===== config.mk =====
export PLATFORM = sky130hd
export DESIGN_NAME = ao_peripheral_subsystem
export DESIGN_NICKNAME = d
export VERILOG_FILES = /design/src/design/bus_pkg.sv /design/src/design/ao_map_pkg.sv /design/src/design/obi_to_reg.sv /design/src/design/reg_decode_demux.sv /design/src/design/soc_ctrl.sv /design/src/design/ao_timer.sv /design/src/design/power_manager.sv /design/src/design/ao_peripheral_subsystem.sv
export SDC_FILE = /design/constraint.sdc
export NUM_CORES = 1
export LEC_CHECK = 0
export BUFFER_PORTS_ARGS = -buffer_cell sky130_fd_sc_hd__clkbuf_2
export CORE_UTILIZATION = 45
export CTS_BUF_LIST = sky130_fd_sc_hd__clkbuf_8
export DETAILED_ROUTE_END_ITERATION = 8
export PLACE_DENSITY = 0.65
export SLEW_MARGIN = 20
export SYNTH_ARGS = -nofsm -noshare
export SYNTH_HDL_FRONTEND = slang
export SYNTH_HIERARCHICAL = 1
export SYNTH_SLANG_ARGS = --single-unit

===== constraint.sdc =====
create_clock -name clk_i -period 6.25 [get_ports clk_i]
set_input_delay 1.25 -clock clk_i [delete_from_list [all_inputs] [get_ports clk_i]]
set_output_delay 1.25 -clock clk_i [all_outputs]
set_load 0.02 [all_outputs]

===== src/design/bus_pkg.sv =====
/*
 * Bus widths shared by the slave port and the register bus
 */
`default_nettype none

package bus_pkg;

  localparam int unsigned ADDR_W = 32;
  localparam int unsigned DATA_W = 32;
  localparam int unsigned BE_W = DATA_W / 8;

  // Returned for reads outside any peripheral window
  localparam logic [DATA_W-1:0] UNMAPPED_RDATA = 32'hBADCAB1E;

  // Merge write data into a register under byte enables
  function automatic logic [DATA_W-1:0] apply_be(input logic [DATA_W-1:0] old_v,
                                                 input logic [DATA_W-1:0] new_v,
                                                 input logic [BE_W-1:0] be);
    logic [DATA_W-1:0] res;
    res = old_v;
    for (int i = 0; i < BE_W; i++) begin
      if (be[i]) begin
        res[8*i +: 8] = new_v[8*i +: 8];
      end
    end
    return res;
  endfunction

endpackage

`default_nettype wire


===== src/design/ao_map_pkg.sv =====
/*
 * Address map of the always-on region: windows and register offsets
 */
`default_nettype none

package ao_map_pkg;

  localparam int unsigned NUM_PERIPH = 3;

  // 4 KiB per peripheral, index in address bits 13:12
  localparam int unsigned WINDOW_LSB = 12;
  localparam int unsigned WINDOW_BITS = 2;
  localparam int unsigned OFFSET_W = WINDOW_LSB;

  localparam logic [WINDOW_BITS-1:0] SOC_CTRL_IDX = 2'd0;
  localparam logic [WINDOW_BITS-1:0] TIMER_IDX = 2'd1;
  localparam logic [WINDOW_BITS-1:0] POWER_IDX = 2'd2;

  // SoC control
  localparam logic [OFFSET_W-1:0] SOC_CTRL_EXIT_VALID = 12'h000;
  localparam logic [OFFSET_W-1:0] SOC_CTRL_EXIT_VALUE = 12'h004;
  localparam logic [OFFSET_W-1:0] SOC_CTRL_BOOT = 12'h008;

  // Machine timer
  localparam logic [OFFSET_W-1:0] TIMER_MTIME = 12'h000;
  localparam logic [OFFSET_W-1:0] TIMER_CMP = 12'h004;
  localparam logic [OFFSET_W-1:0] TIMER_CTRL = 12'h008;

  // Power manager
  localparam logic [OFFSET_W-1:0] POWER_GATE_EN = 12'h000;
  localparam logic [OFFSET_W-1:0] POWER_WAKE_EN = 12'h004;
  localparam logic [OFFSET_W-1:0] POWER_STATUS = 12'h008;

endpackage

`default_nettype wire


===== src/design/obi_to_reg.sv =====
/*
 * OBI-style slave to register bus bridge, one transaction outstanding
 */
`timescale 1ns/1ps
`default_nettype none

module obi_to_reg (
  input  logic                        clk_i,
  input  logic                        arst_n_i,
  input  logic                        req_i,
  input  logic [bus_pkg::ADDR_W-1:0]  addr_i,
  input  logic                        we_i,
  input  logic [bus_pkg::BE_W-1:0]    be_i,
  input  logic [bus_pkg::DATA_W-1:0]  wdata_i,
  output logic                        gnt_o,
  output logic                        rvalid_o,
  output logic [bus_pkg::DATA_W-1:0]  rdata_o,
  output logic                        reg_valid_o,
  output logic [bus_pkg::ADDR_W-1:0]  reg_addr_o,
  output logic                        reg_write_o,
  output logic [bus_pkg::BE_W-1:0]    reg_be_o,
  output logic [bus_pkg::DATA_W-1:0]  reg_wdata_o,
  input  logic [bus_pkg::DATA_W-1:0]  reg_rdata_i
);

  typedef enum logic {IDLE, ACCESS} state_e;

  state_e state_q;

  // No grant while the previous response is on the bus
  assign gnt_o = req_i && (state_q == IDLE);

  always_ff @(posedge clk_i or negedge arst_n_i) begin
    if (!arst_n_i) begin
      state_q <= IDLE;
    end else if (state_q == ACCESS) begin
      state_q <= IDLE;
    end else if (gnt_o) begin
      state_q <= ACCESS;
    end
  end

  // Granted request held for the access cycle
  always_ff @(posedge clk_i) begin
    if (gnt_o) begin
      reg_addr_o  <= addr_i;
      reg_write_o <= we_i;
      reg_be_o    <= be_i;
      reg_wdata_o <= wdata_i;
    end
  end

  assign reg_valid_o = (state_q == ACCESS);
  assign rvalid_o    = (state_q == ACCESS);
  // Peripheral answers in the access cycle, writes answer zero
  assign rdata_o     = reg_write_o ? '0 : reg_rdata_i;

endmodule

`default_nettype wire


===== src/design/reg_decode_demux.sv =====
/*
 * Register bus window decoder, steers valid out and read data back
 */
`timescale 1ns/1ps
`default_nettype none

module reg_decode_demux (
  input  logic                        reg_valid_i,
  input  logic [bus_pkg::ADDR_W-1:0]  reg_addr_i,
  output logic [bus_pkg::DATA_W-1:0]  reg_rdata_o,
  output logic                        soc_valid_o,
  output logic                        timer_valid_o,
  output logic                        power_valid_o,
  input  logic [bus_pkg::DATA_W-1:0]  soc_rdata_i,
  input  logic [bus_pkg::DATA_W-1:0]  timer_rdata_i,
  input  logic [bus_pkg::DATA_W-1:0]  power_rdata_i
);

  logic [ao_map_pkg::WINDOW_BITS-1:0] idx;
  logic                               mapped;

  assign idx    = reg_addr_i[ao_map_pkg::WINDOW_LSB +: ao_map_pkg::WINDOW_BITS];
  assign mapped = (idx < ao_map_pkg::NUM_PERIPH);

  // Unmapped windows get no valid, so writes there vanish
  assign soc_valid_o   = reg_valid_i && mapped && (idx == ao_map_pkg::SOC_CTRL_IDX);
  assign timer_valid_o = reg_valid_i && mapped && (idx == ao_map_pkg::TIMER_IDX);
  assign power_valid_o = reg_valid_i && mapped && (idx == ao_map_pkg::POWER_IDX);

  always_comb begin
    reg_rdata_o = bus_pkg::UNMAPPED_RDATA;
    if (mapped) begin
      case (idx)
        ao_map_pkg::SOC_CTRL_IDX: reg_rdata_o = soc_rdata_i;
        ao_map_pkg::TIMER_IDX:    reg_rdata_o = timer_rdata_i;
        ao_map_pkg::POWER_IDX:    reg_rdata_o = power_rdata_i;
        default:                  reg_rdata_o = bus_pkg::UNMAPPED_RDATA;
      endcase
    end
  end

endmodule

`default_nettype wire


===== src/design/soc_ctrl.sv =====
/*
 * SoC control registers: program exit code and boot strap status
 */
`timescale 1ns/1ps
`default_nettype none

module soc_ctrl (
  input  logic                        clk_i,
  input  logic                        arst_n_i,
  input  logic                        valid_i,
  input  logic [bus_pkg::ADDR_W-1:0]  addr_i,
  input  logic                        write_i,
  input  logic [bus_pkg::BE_W-1:0]    be_i,
  input  logic [bus_pkg::DATA_W-1:0]  wdata_i,
  output logic [bus_pkg::DATA_W-1:0]  rdata_o,
  input  logic                        boot_select_i,
  input  logic                        execute_from_flash_i,
  output logic                        exit_valid_o,
  output logic [bus_pkg::DATA_W-1:0]  exit_value_o
);

  logic [ao_map_pkg::OFFSET_W-1:0] offset;
  logic                            wr;
  logic [1:0]                      boot_q;

  assign offset = addr_i[ao_map_pkg::OFFSET_W-1:0];
  assign wr     = valid_i && write_i;

  always_ff @(posedge clk_i or negedge arst_n_i) begin
    if (!arst_n_i) begin
      exit_valid_o <= 1'b0;
      exit_value_o <= '0;
      boot_q       <= '0;
    end else begin
      boot_q <= {execute_from_flash_i, boot_select_i};
      if (wr && offset == ao_map_pkg::SOC_CTRL_EXIT_VALID && be_i[0]) begin
        exit_valid_o <= wdata_i[0];
      end
      if (wr && offset == ao_map_pkg::SOC_CTRL_EXIT_VALUE) begin
        exit_value_o <= bus_pkg::apply_be(exit_value_o, wdata_i, be_i);
      end
    end
  end

  always_comb begin
    case (offset)
      ao_map_pkg::SOC_CTRL_EXIT_VALID: rdata_o = {31'b0, exit_valid_o};
      ao_map_pkg::SOC_CTRL_EXIT_VALUE: rdata_o = exit_value_o;
      ao_map_pkg::SOC_CTRL_BOOT:       rdata_o = {30'b0, boot_q};
      default:                         rdata_o = '0;
    endcase
  end

endmodule

`default_nettype wire


===== src/design/ao_timer.sv =====
/*
 * Machine timer with 32-bit mtime, compare register and enable,
 * raising a registered interrupt when mtime reaches cmp
 */
`timescale 1ns/1ps
`default_nettype none

module ao_timer (
  input  logic                        clk_i,
  input  logic                        arst_n_i,
  input  logic                        valid_i,
  input  logic [bus_pkg::ADDR_W-1:0]  addr_i,
  input  logic                        write_i,
  input  logic [bus_pkg::BE_W-1:0]    be_i,
  input  logic [bus_pkg::DATA_W-1:0]  wdata_i,
  output logic [bus_pkg::DATA_W-1:0]  rdata_o,
  output logic                        timer_irq_o
);

  logic [ao_map_pkg::OFFSET_W-1:0] offset;
  logic                            wr;
  logic [bus_pkg::DATA_W-1:0]      mtime_q;
  logic [bus_pkg::DATA_W-1:0]      cmp_q;
  logic                            en_q;

  assign offset = addr_i[ao_map_pkg::OFFSET_W-1:0];
  assign wr     = valid_i && write_i;

  always_ff @(posedge clk_i or negedge arst_n_i) begin
    if (!arst_n_i) begin
      mtime_q     <= '0;
      cmp_q       <= '1;
      en_q        <= 1'b0;
      timer_irq_o <= 1'b0;
    end else begin
      // A bus write to mtime wins over the increment
      if (wr && offset == ao_map_pkg::TIMER_MTIME) begin
        mtime_q <= bus_pkg::apply_be(mtime_q, wdata_i, be_i);
      end else if (en_q) begin
        mtime_q <= mtime_q + 1'b1;
      end
      if (wr && offset == ao_map_pkg::TIMER_CMP) begin
        cmp_q <= bus_pkg::apply_be(cmp_q, wdata_i, be_i);
      end
      if (wr && offset == ao_map_pkg::TIMER_CTRL && be_i[0]) begin
        en_q <= wdata_i[0];
      end
      // Drops again once a larger cmp is written
      timer_irq_o <= en_q && (mtime_q >= cmp_q);
    end
  end

  always_comb begin
    case (offset)
      ao_map_pkg::TIMER_MTIME: rdata_o = mtime_q;
      ao_map_pkg::TIMER_CMP:   rdata_o = cmp_q;
      ao_map_pkg::TIMER_CTRL:  rdata_o = {31'b0, en_q};
      default:                 rdata_o = '0;
    endcase
  end

endmodule

`default_nettype wire


===== src/design/power_manager.sv =====
/*
 * CPU power manager: reset then gate on sleep, ungate then
 * release reset after RESET_DELAY cycles on timer wake-up
 */
`timescale 1ns/1ps
`default_nettype none

module power_manager #(
  parameter int unsigned RESET_DELAY = 4
) (
  input  logic                        clk_i,
  input  logic                        arst_n_i,
  input  logic                        valid_i,
  input  logic [bus_pkg::ADDR_W-1:0]  addr_i,
  input  logic                        write_i,
  input  logic [bus_pkg::BE_W-1:0]    be_i,
  input  logic [bus_pkg::DATA_W-1:0]  wdata_i,
  output logic [bus_pkg::DATA_W-1:0]  rdata_o,
  input  logic                        core_sleep_i,
  input  logic                        timer_irq_i,
  output logic                        powergate_switch_o,
  output logic                        cpu_subsystem_rst_no
);

  localparam int unsigned CNT_W = (RESET_DELAY > 1) ? $clog2(RESET_DELAY) : 1;

  typedef enum logic [1:0] {
    ST_ON        = 2'd0,
    ST_RESETTING = 2'd1,
    ST_OFF       = 2'd2,
    ST_WAKING    = 2'd3
  } state_e;

  state_e                          state_q;
  logic [CNT_W-1:0]                cnt_q;
  logic                            gate_en_q;
  logic                            wake_en_q;
  logic [ao_map_pkg::OFFSET_W-1:0] offset;
  logic                            wr;

  assign offset = addr_i[ao_map_pkg::OFFSET_W-1:0];
  assign wr     = valid_i && write_i && be_i[0];

  always_ff @(posedge clk_i or negedge arst_n_i) begin
    if (!arst_n_i) begin
      state_q   <= ST_ON;
      cnt_q     <= '0;
      gate_en_q <= 1'b0;
      wake_en_q <= 1'b0;
    end else begin
      if (wr && offset == ao_map_pkg::POWER_GATE_EN) gate_en_q <= wdata_i[0];
      if (wr && offset == ao_map_pkg::POWER_WAKE_EN) wake_en_q <= wdata_i[0];
      cnt_q <= '0;
      case (state_q)
        ST_ON:        if (core_sleep_i && gate_en_q) state_q <= ST_RESETTING;
        ST_RESETTING: state_q <= ST_OFF;
        ST_OFF:       if (timer_irq_i && wake_en_q) state_q <= ST_WAKING;
        ST_WAKING: begin
          // Power is back, hold reset for RESET_DELAY cycles
          cnt_q <= cnt_q + 1'b1;
          if (cnt_q == CNT_W'(RESET_DELAY - 1)) state_q <= ST_ON;
        end
        default:      state_q <= ST_ON;
      endcase
    end
  end

  assign powergate_switch_o   = (state_q == ST_OFF);
  assign cpu_subsystem_rst_no = (state_q == ST_ON);

  always_comb begin
    case (offset)
      ao_map_pkg::POWER_GATE_EN: rdata_o = {31'b0, gate_en_q};
      ao_map_pkg::POWER_WAKE_EN: rdata_o = {31'b0, wake_en_q};
      ao_map_pkg::POWER_STATUS:  rdata_o = {30'b0, state_q};
      default:                   rdata_o = '0;
    endcase
  end

endmodule

`default_nettype wire


===== src/design/ao_peripheral_subsystem.sv =====
/*
 * Always-on peripheral subsystem: slave bridge, window decoder,
 * SoC control, machine timer and CPU power manager
 */
`timescale 1ns/1ps
`default_nettype none

module ao_peripheral_subsystem #(
  parameter int unsigned RESET_DELAY = 4
) (
  input  logic                        clk_i,
  input  logic                        arst_n_i,
  input  logic                        req_i,
  input  logic [bus_pkg::ADDR_W-1:0]  addr_i,
  input  logic                        we_i,
  input  logic [bus_pkg::BE_W-1:0]    be_i,
  input  logic [bus_pkg::DATA_W-1:0]  wdata_i,
  output logic                        gnt_o,
  output logic                        rvalid_o,
  output logic [bus_pkg::DATA_W-1:0]  rdata_o,
  input  logic                        boot_select_i,
  input  logic                        execute_from_flash_i,
  output logic                        exit_valid_o,
  output logic [bus_pkg::DATA_W-1:0]  exit_value_o,
  input  logic                        core_sleep_i,
  output logic                        timer_irq_o,
  output logic                        powergate_switch_o,
  output logic                        cpu_subsystem_rst_no
);

  logic                       reg_valid;
  logic [bus_pkg::ADDR_W-1:0] reg_addr;
  logic                       reg_write;
  logic [bus_pkg::BE_W-1:0]   reg_be;
  logic [bus_pkg::DATA_W-1:0] reg_wdata;
  logic [bus_pkg::DATA_W-1:0] reg_rdata;
  logic                       soc_valid;
  logic                       timer_valid;
  logic                       power_valid;
  logic [bus_pkg::DATA_W-1:0] soc_rdata;
  logic [bus_pkg::DATA_W-1:0] timer_rdata;
  logic [bus_pkg::DATA_W-1:0] power_rdata;
  logic                       timer_irq;

  obi_to_reg obi_to_reg_i (
    .clk_i, .arst_n_i,
    .req_i, .addr_i, .we_i, .be_i, .wdata_i,
    .gnt_o, .rvalid_o, .rdata_o,
    .reg_valid_o(reg_valid), .reg_addr_o(reg_addr), .reg_write_o(reg_write),
    .reg_be_o(reg_be), .reg_wdata_o(reg_wdata), .reg_rdata_i(reg_rdata)
  );

  reg_decode_demux reg_decode_demux_i (
    .reg_valid_i(reg_valid), .reg_addr_i(reg_addr), .reg_rdata_o(reg_rdata),
    .soc_valid_o(soc_valid), .timer_valid_o(timer_valid), .power_valid_o(power_valid),
    .soc_rdata_i(soc_rdata), .timer_rdata_i(timer_rdata), .power_rdata_i(power_rdata)
  );

  soc_ctrl soc_ctrl_i (
    .clk_i, .arst_n_i,
    .valid_i(soc_valid), .addr_i(reg_addr), .write_i(reg_write),
    .be_i(reg_be), .wdata_i(reg_wdata), .rdata_o(soc_rdata),
    .boot_select_i, .execute_from_flash_i, .exit_valid_o, .exit_value_o
  );

  ao_timer ao_timer_i (
    .clk_i, .arst_n_i,
    .valid_i(timer_valid), .addr_i(reg_addr), .write_i(reg_write),
    .be_i(reg_be), .wdata_i(reg_wdata), .rdata_o(timer_rdata),
    .timer_irq_o(timer_irq)
  );

  power_manager #(
    .RESET_DELAY(RESET_DELAY)
  ) power_manager_i (
    .clk_i, .arst_n_i,
    .valid_i(power_valid), .addr_i(reg_addr), .write_i(reg_write),
    .be_i(reg_be), .wdata_i(reg_wdata), .rdata_o(power_rdata),
    .core_sleep_i, .timer_irq_i(timer_irq),
    .powergate_switch_o, .cpu_subsystem_rst_no
  );

  assign timer_irq_o = timer_irq;

endmodule

`default_nettype wire


==> results.sh <==
export IMPL_drc=0
export IMPL_clockRootBuffer="clkbuf_8"
export IMPL_cts_reportedPaths_clkPinSlew_ns=0.10
export IMPL_worstPathArrival_ns=3.24
export IMPL_leakagePower_nw=4.72
export IMPL_drive_gt1_frac=0.319
export IMPL_switching_share=0.277
export IMPL_final_common_cell="clkbuf_2"
export IMPL_yosys_warnings=6
export IMPL_portBuffers=126
export IMPL_seqPwrFrac=0.529
export IMPL_io_pin_count=145
export IMPL_fin_crit_ns=4.49
export IMPL_core_area_um2=21000
export IMPL_hp_class="flop to flop"
export IMPL_setup_slack_ns=1.76
export IMPL_gp_congestion=0.851
export IMPL_drtIter0Drc=400
export IMPL_grt_first_pass_wirelength_mm=37.7
export IMPL_ir_drop_uv=131
export IMPL_grt_pass1_vias=7045
export IMPL_crit_path_start_kind="flop"
export IMPL_required_ns=5.00
export IMPL_p_int_mw=1.57
export IMPL_worst_pin_slew_ns=1.08
export IMPL_dr_total_vias=7005
export IMPL_n_antenna_cell=0
export IMPL_dieArea_um2=22000
export IMPL_power_frac_comb=0.090
export IMPL_grtUsageTotal=0.223
export IMPL_slew_viol_final=0
export IMPL_grt_max_degree=68
export IMPL_hold_buffers=0
export IMPL_crit_type="flop to output pin"
export IMPL_post_route_period_util=0.718
export IMPL_cts_buffers=17
export IMPL_dpl_worst_slack_ns=2.27
export IMPL_synthCells=864
export IMPL_max_freq_mhz=223
export IMPL_die_w_um=148
export IMPL_row_count=53
export IMPL_post_cts_buffers=0
export IMPL_cts_buffer_depth=2
export IMPL_tns_ns=0
export IMPL_slew_headroom=0.281
export IMPL_wire_per_inst_um=18.5
export IMPL_p_sw_mw=0.602
export IMPL_grt_ovfl_total=0
export IMPL_ant_nets=0
export IMPL_clkPwrFrac=0.381
export IMPL_vias_per_cell=5.55
export IMPL_hpwl_mm=16.3
export IMPL_setup_viol=0
export IMPL_wl_mm=23.4
export IMPL_tritoncts="done"
export IMPL_final_cell_mix="clkbuf_2, dfrtp_1, mux2_2"
export IMPL_path_max_fanout=12
export IMPL_post_cts_resize_count=0
export IMPL_ctsHtreeMaxLevel=4
export IMPL_clk_latency_ns=0.46
export IMPL_status="finished clean"
export IMPL_syn_cell_area_um2=9660
export IMPL_cts_sinks=159
export IMPL_die_h_um=148
export IMPL_firstDrtPassIters=5
export IMPL_powerDensity_nw_per_um2=202
export IMPL_max_cap_viol_count=0
export IMPL_nNetsFinal=1087
export IMPL_end_kind="output pin"
export IMPL_power_mw=2.17
export IMPL_hold_violations=0
export IMPL_area_growth_pct=11.4
export IMPL_initial_core_util=0.459
export IMPL_synth_avg_cell_area_um2=11.2
export IMPL_skew_ns=0.0143
export IMPL_grt_antenna_before_repair=0
export IMPL_rsz0062_at_grt="false"
[worst max-delay path, stage by stage (launching register included)]
cell and delay [ns]:
edfxtp_1 0.51, or4_1 0.83, nor3_2 0.30, buf_4 0.24
and2_1 0.15, mux2i_1 0.06, o2bb2ai_1 0.16, nor2b_1 0.29
clkbuf_2 0.23
[state kept, by name, indices dropped and copies added (netlist names)]
register and cells:
ao_timer_i/cmp_q 32, ao_timer_i/en_q 1, ao_timer_i/mtime_q 32, ao_timer_i/timer_irq_o 1, obi_to_reg_i/reg_addr_o 14, obi_to_reg_i/reg_be_o 4, obi_to_reg_i/reg_valid_o 1, obi_to_reg_i/reg_wdata_o 32
obi_to_reg_i/reg_write_o 1, power_manager_i/cnt_q 2, power_manager_i/gate_en_q 1, power_manager_i/state_q 2, power_manager_i/wake_en_q 1, soc_ctrl_i/boot_q 2, soc_ctrl_i/exit_valid_o 1, soc_ctrl_i/exit_value_o 32
[layout make-up]
type	count	area, um2
clock buffer	17	234
clock inverter	15	190
fill	1981	10300
inverter	39	146
multi-input combinational	622	4860
sequential	159	4270
tap	275	344
timing repair buffer	136	708
[power by group through the flow]
stage          combinational [mW]  sequential (mW)  clock (mW)
6_report                    0.195             1.15       0.827
5_1_grt                     0.219             1.16       0.899
4_1_cts                     0.199             1.15       0.852
3_5_place_dp                0.198             1.17           0
3_3_place_gp                0.195             1.17           0
2_1_floorplan               0.148             1.15           0
[path summary, 6_finish.rpt]
check,from,to,slack [ns],cells after the start
max,obi_to_reg_i/reg_addr_o[1]$_DFFE_PP_,rdata_o[6],1.76,8
min,power_manager_i/cnt_q[0]$_DFF_PN0_,power_manager_i/cnt_q[0]$_DFF_PN0_,0.44,1
max reg2reg,obi_to_reg_i/reg_addr_o[12]$_DFFE_PP_,ao_timer_i/mtime_q[6]$_DFFE_PN0P_,2.82,6
min reg2reg,power_manager_i/cnt_q[0]$_DFF_PN0_,power_manager_i/cnt_q[0]$_DFF_PN0_,0.44,1
max in group asynchronous,arst_n_i,ao_timer_i/cmp_q[29]$_DFFE_PN1P_,4.22,2
min in group asynchronous,arst_n_i,soc_ctrl_i/exit_value_o[14]$_DFFE_PN0P_,0.91,1
[layer usage]
layer,wire [um],global-route usage,vias to the layer above
met5,0,0,-
met4,326,0.0639,0
met3,1170,0.0448,27
met2,11200,0.368,175
met1,10700,0.297,3434
li1,-,-,3369
[per-stage QoR]
step / hold slack (ns) / utilization / area, um2 / cells
CTS: 0.444 / 0.512 / 10800 / 1263
global route: 0.467 / 0.512 / 10800 / 1263
global placement: 0.428 / 0.492 / 10300 / 1231
finish: 0.438 / 0.512 / 10800 / 1263
floorplan: 0.409 / - / 9760 / 893
detailed placement: 0.430 / 0.492 / 10300 / 1231
Power figures use the tool's default switching activity.
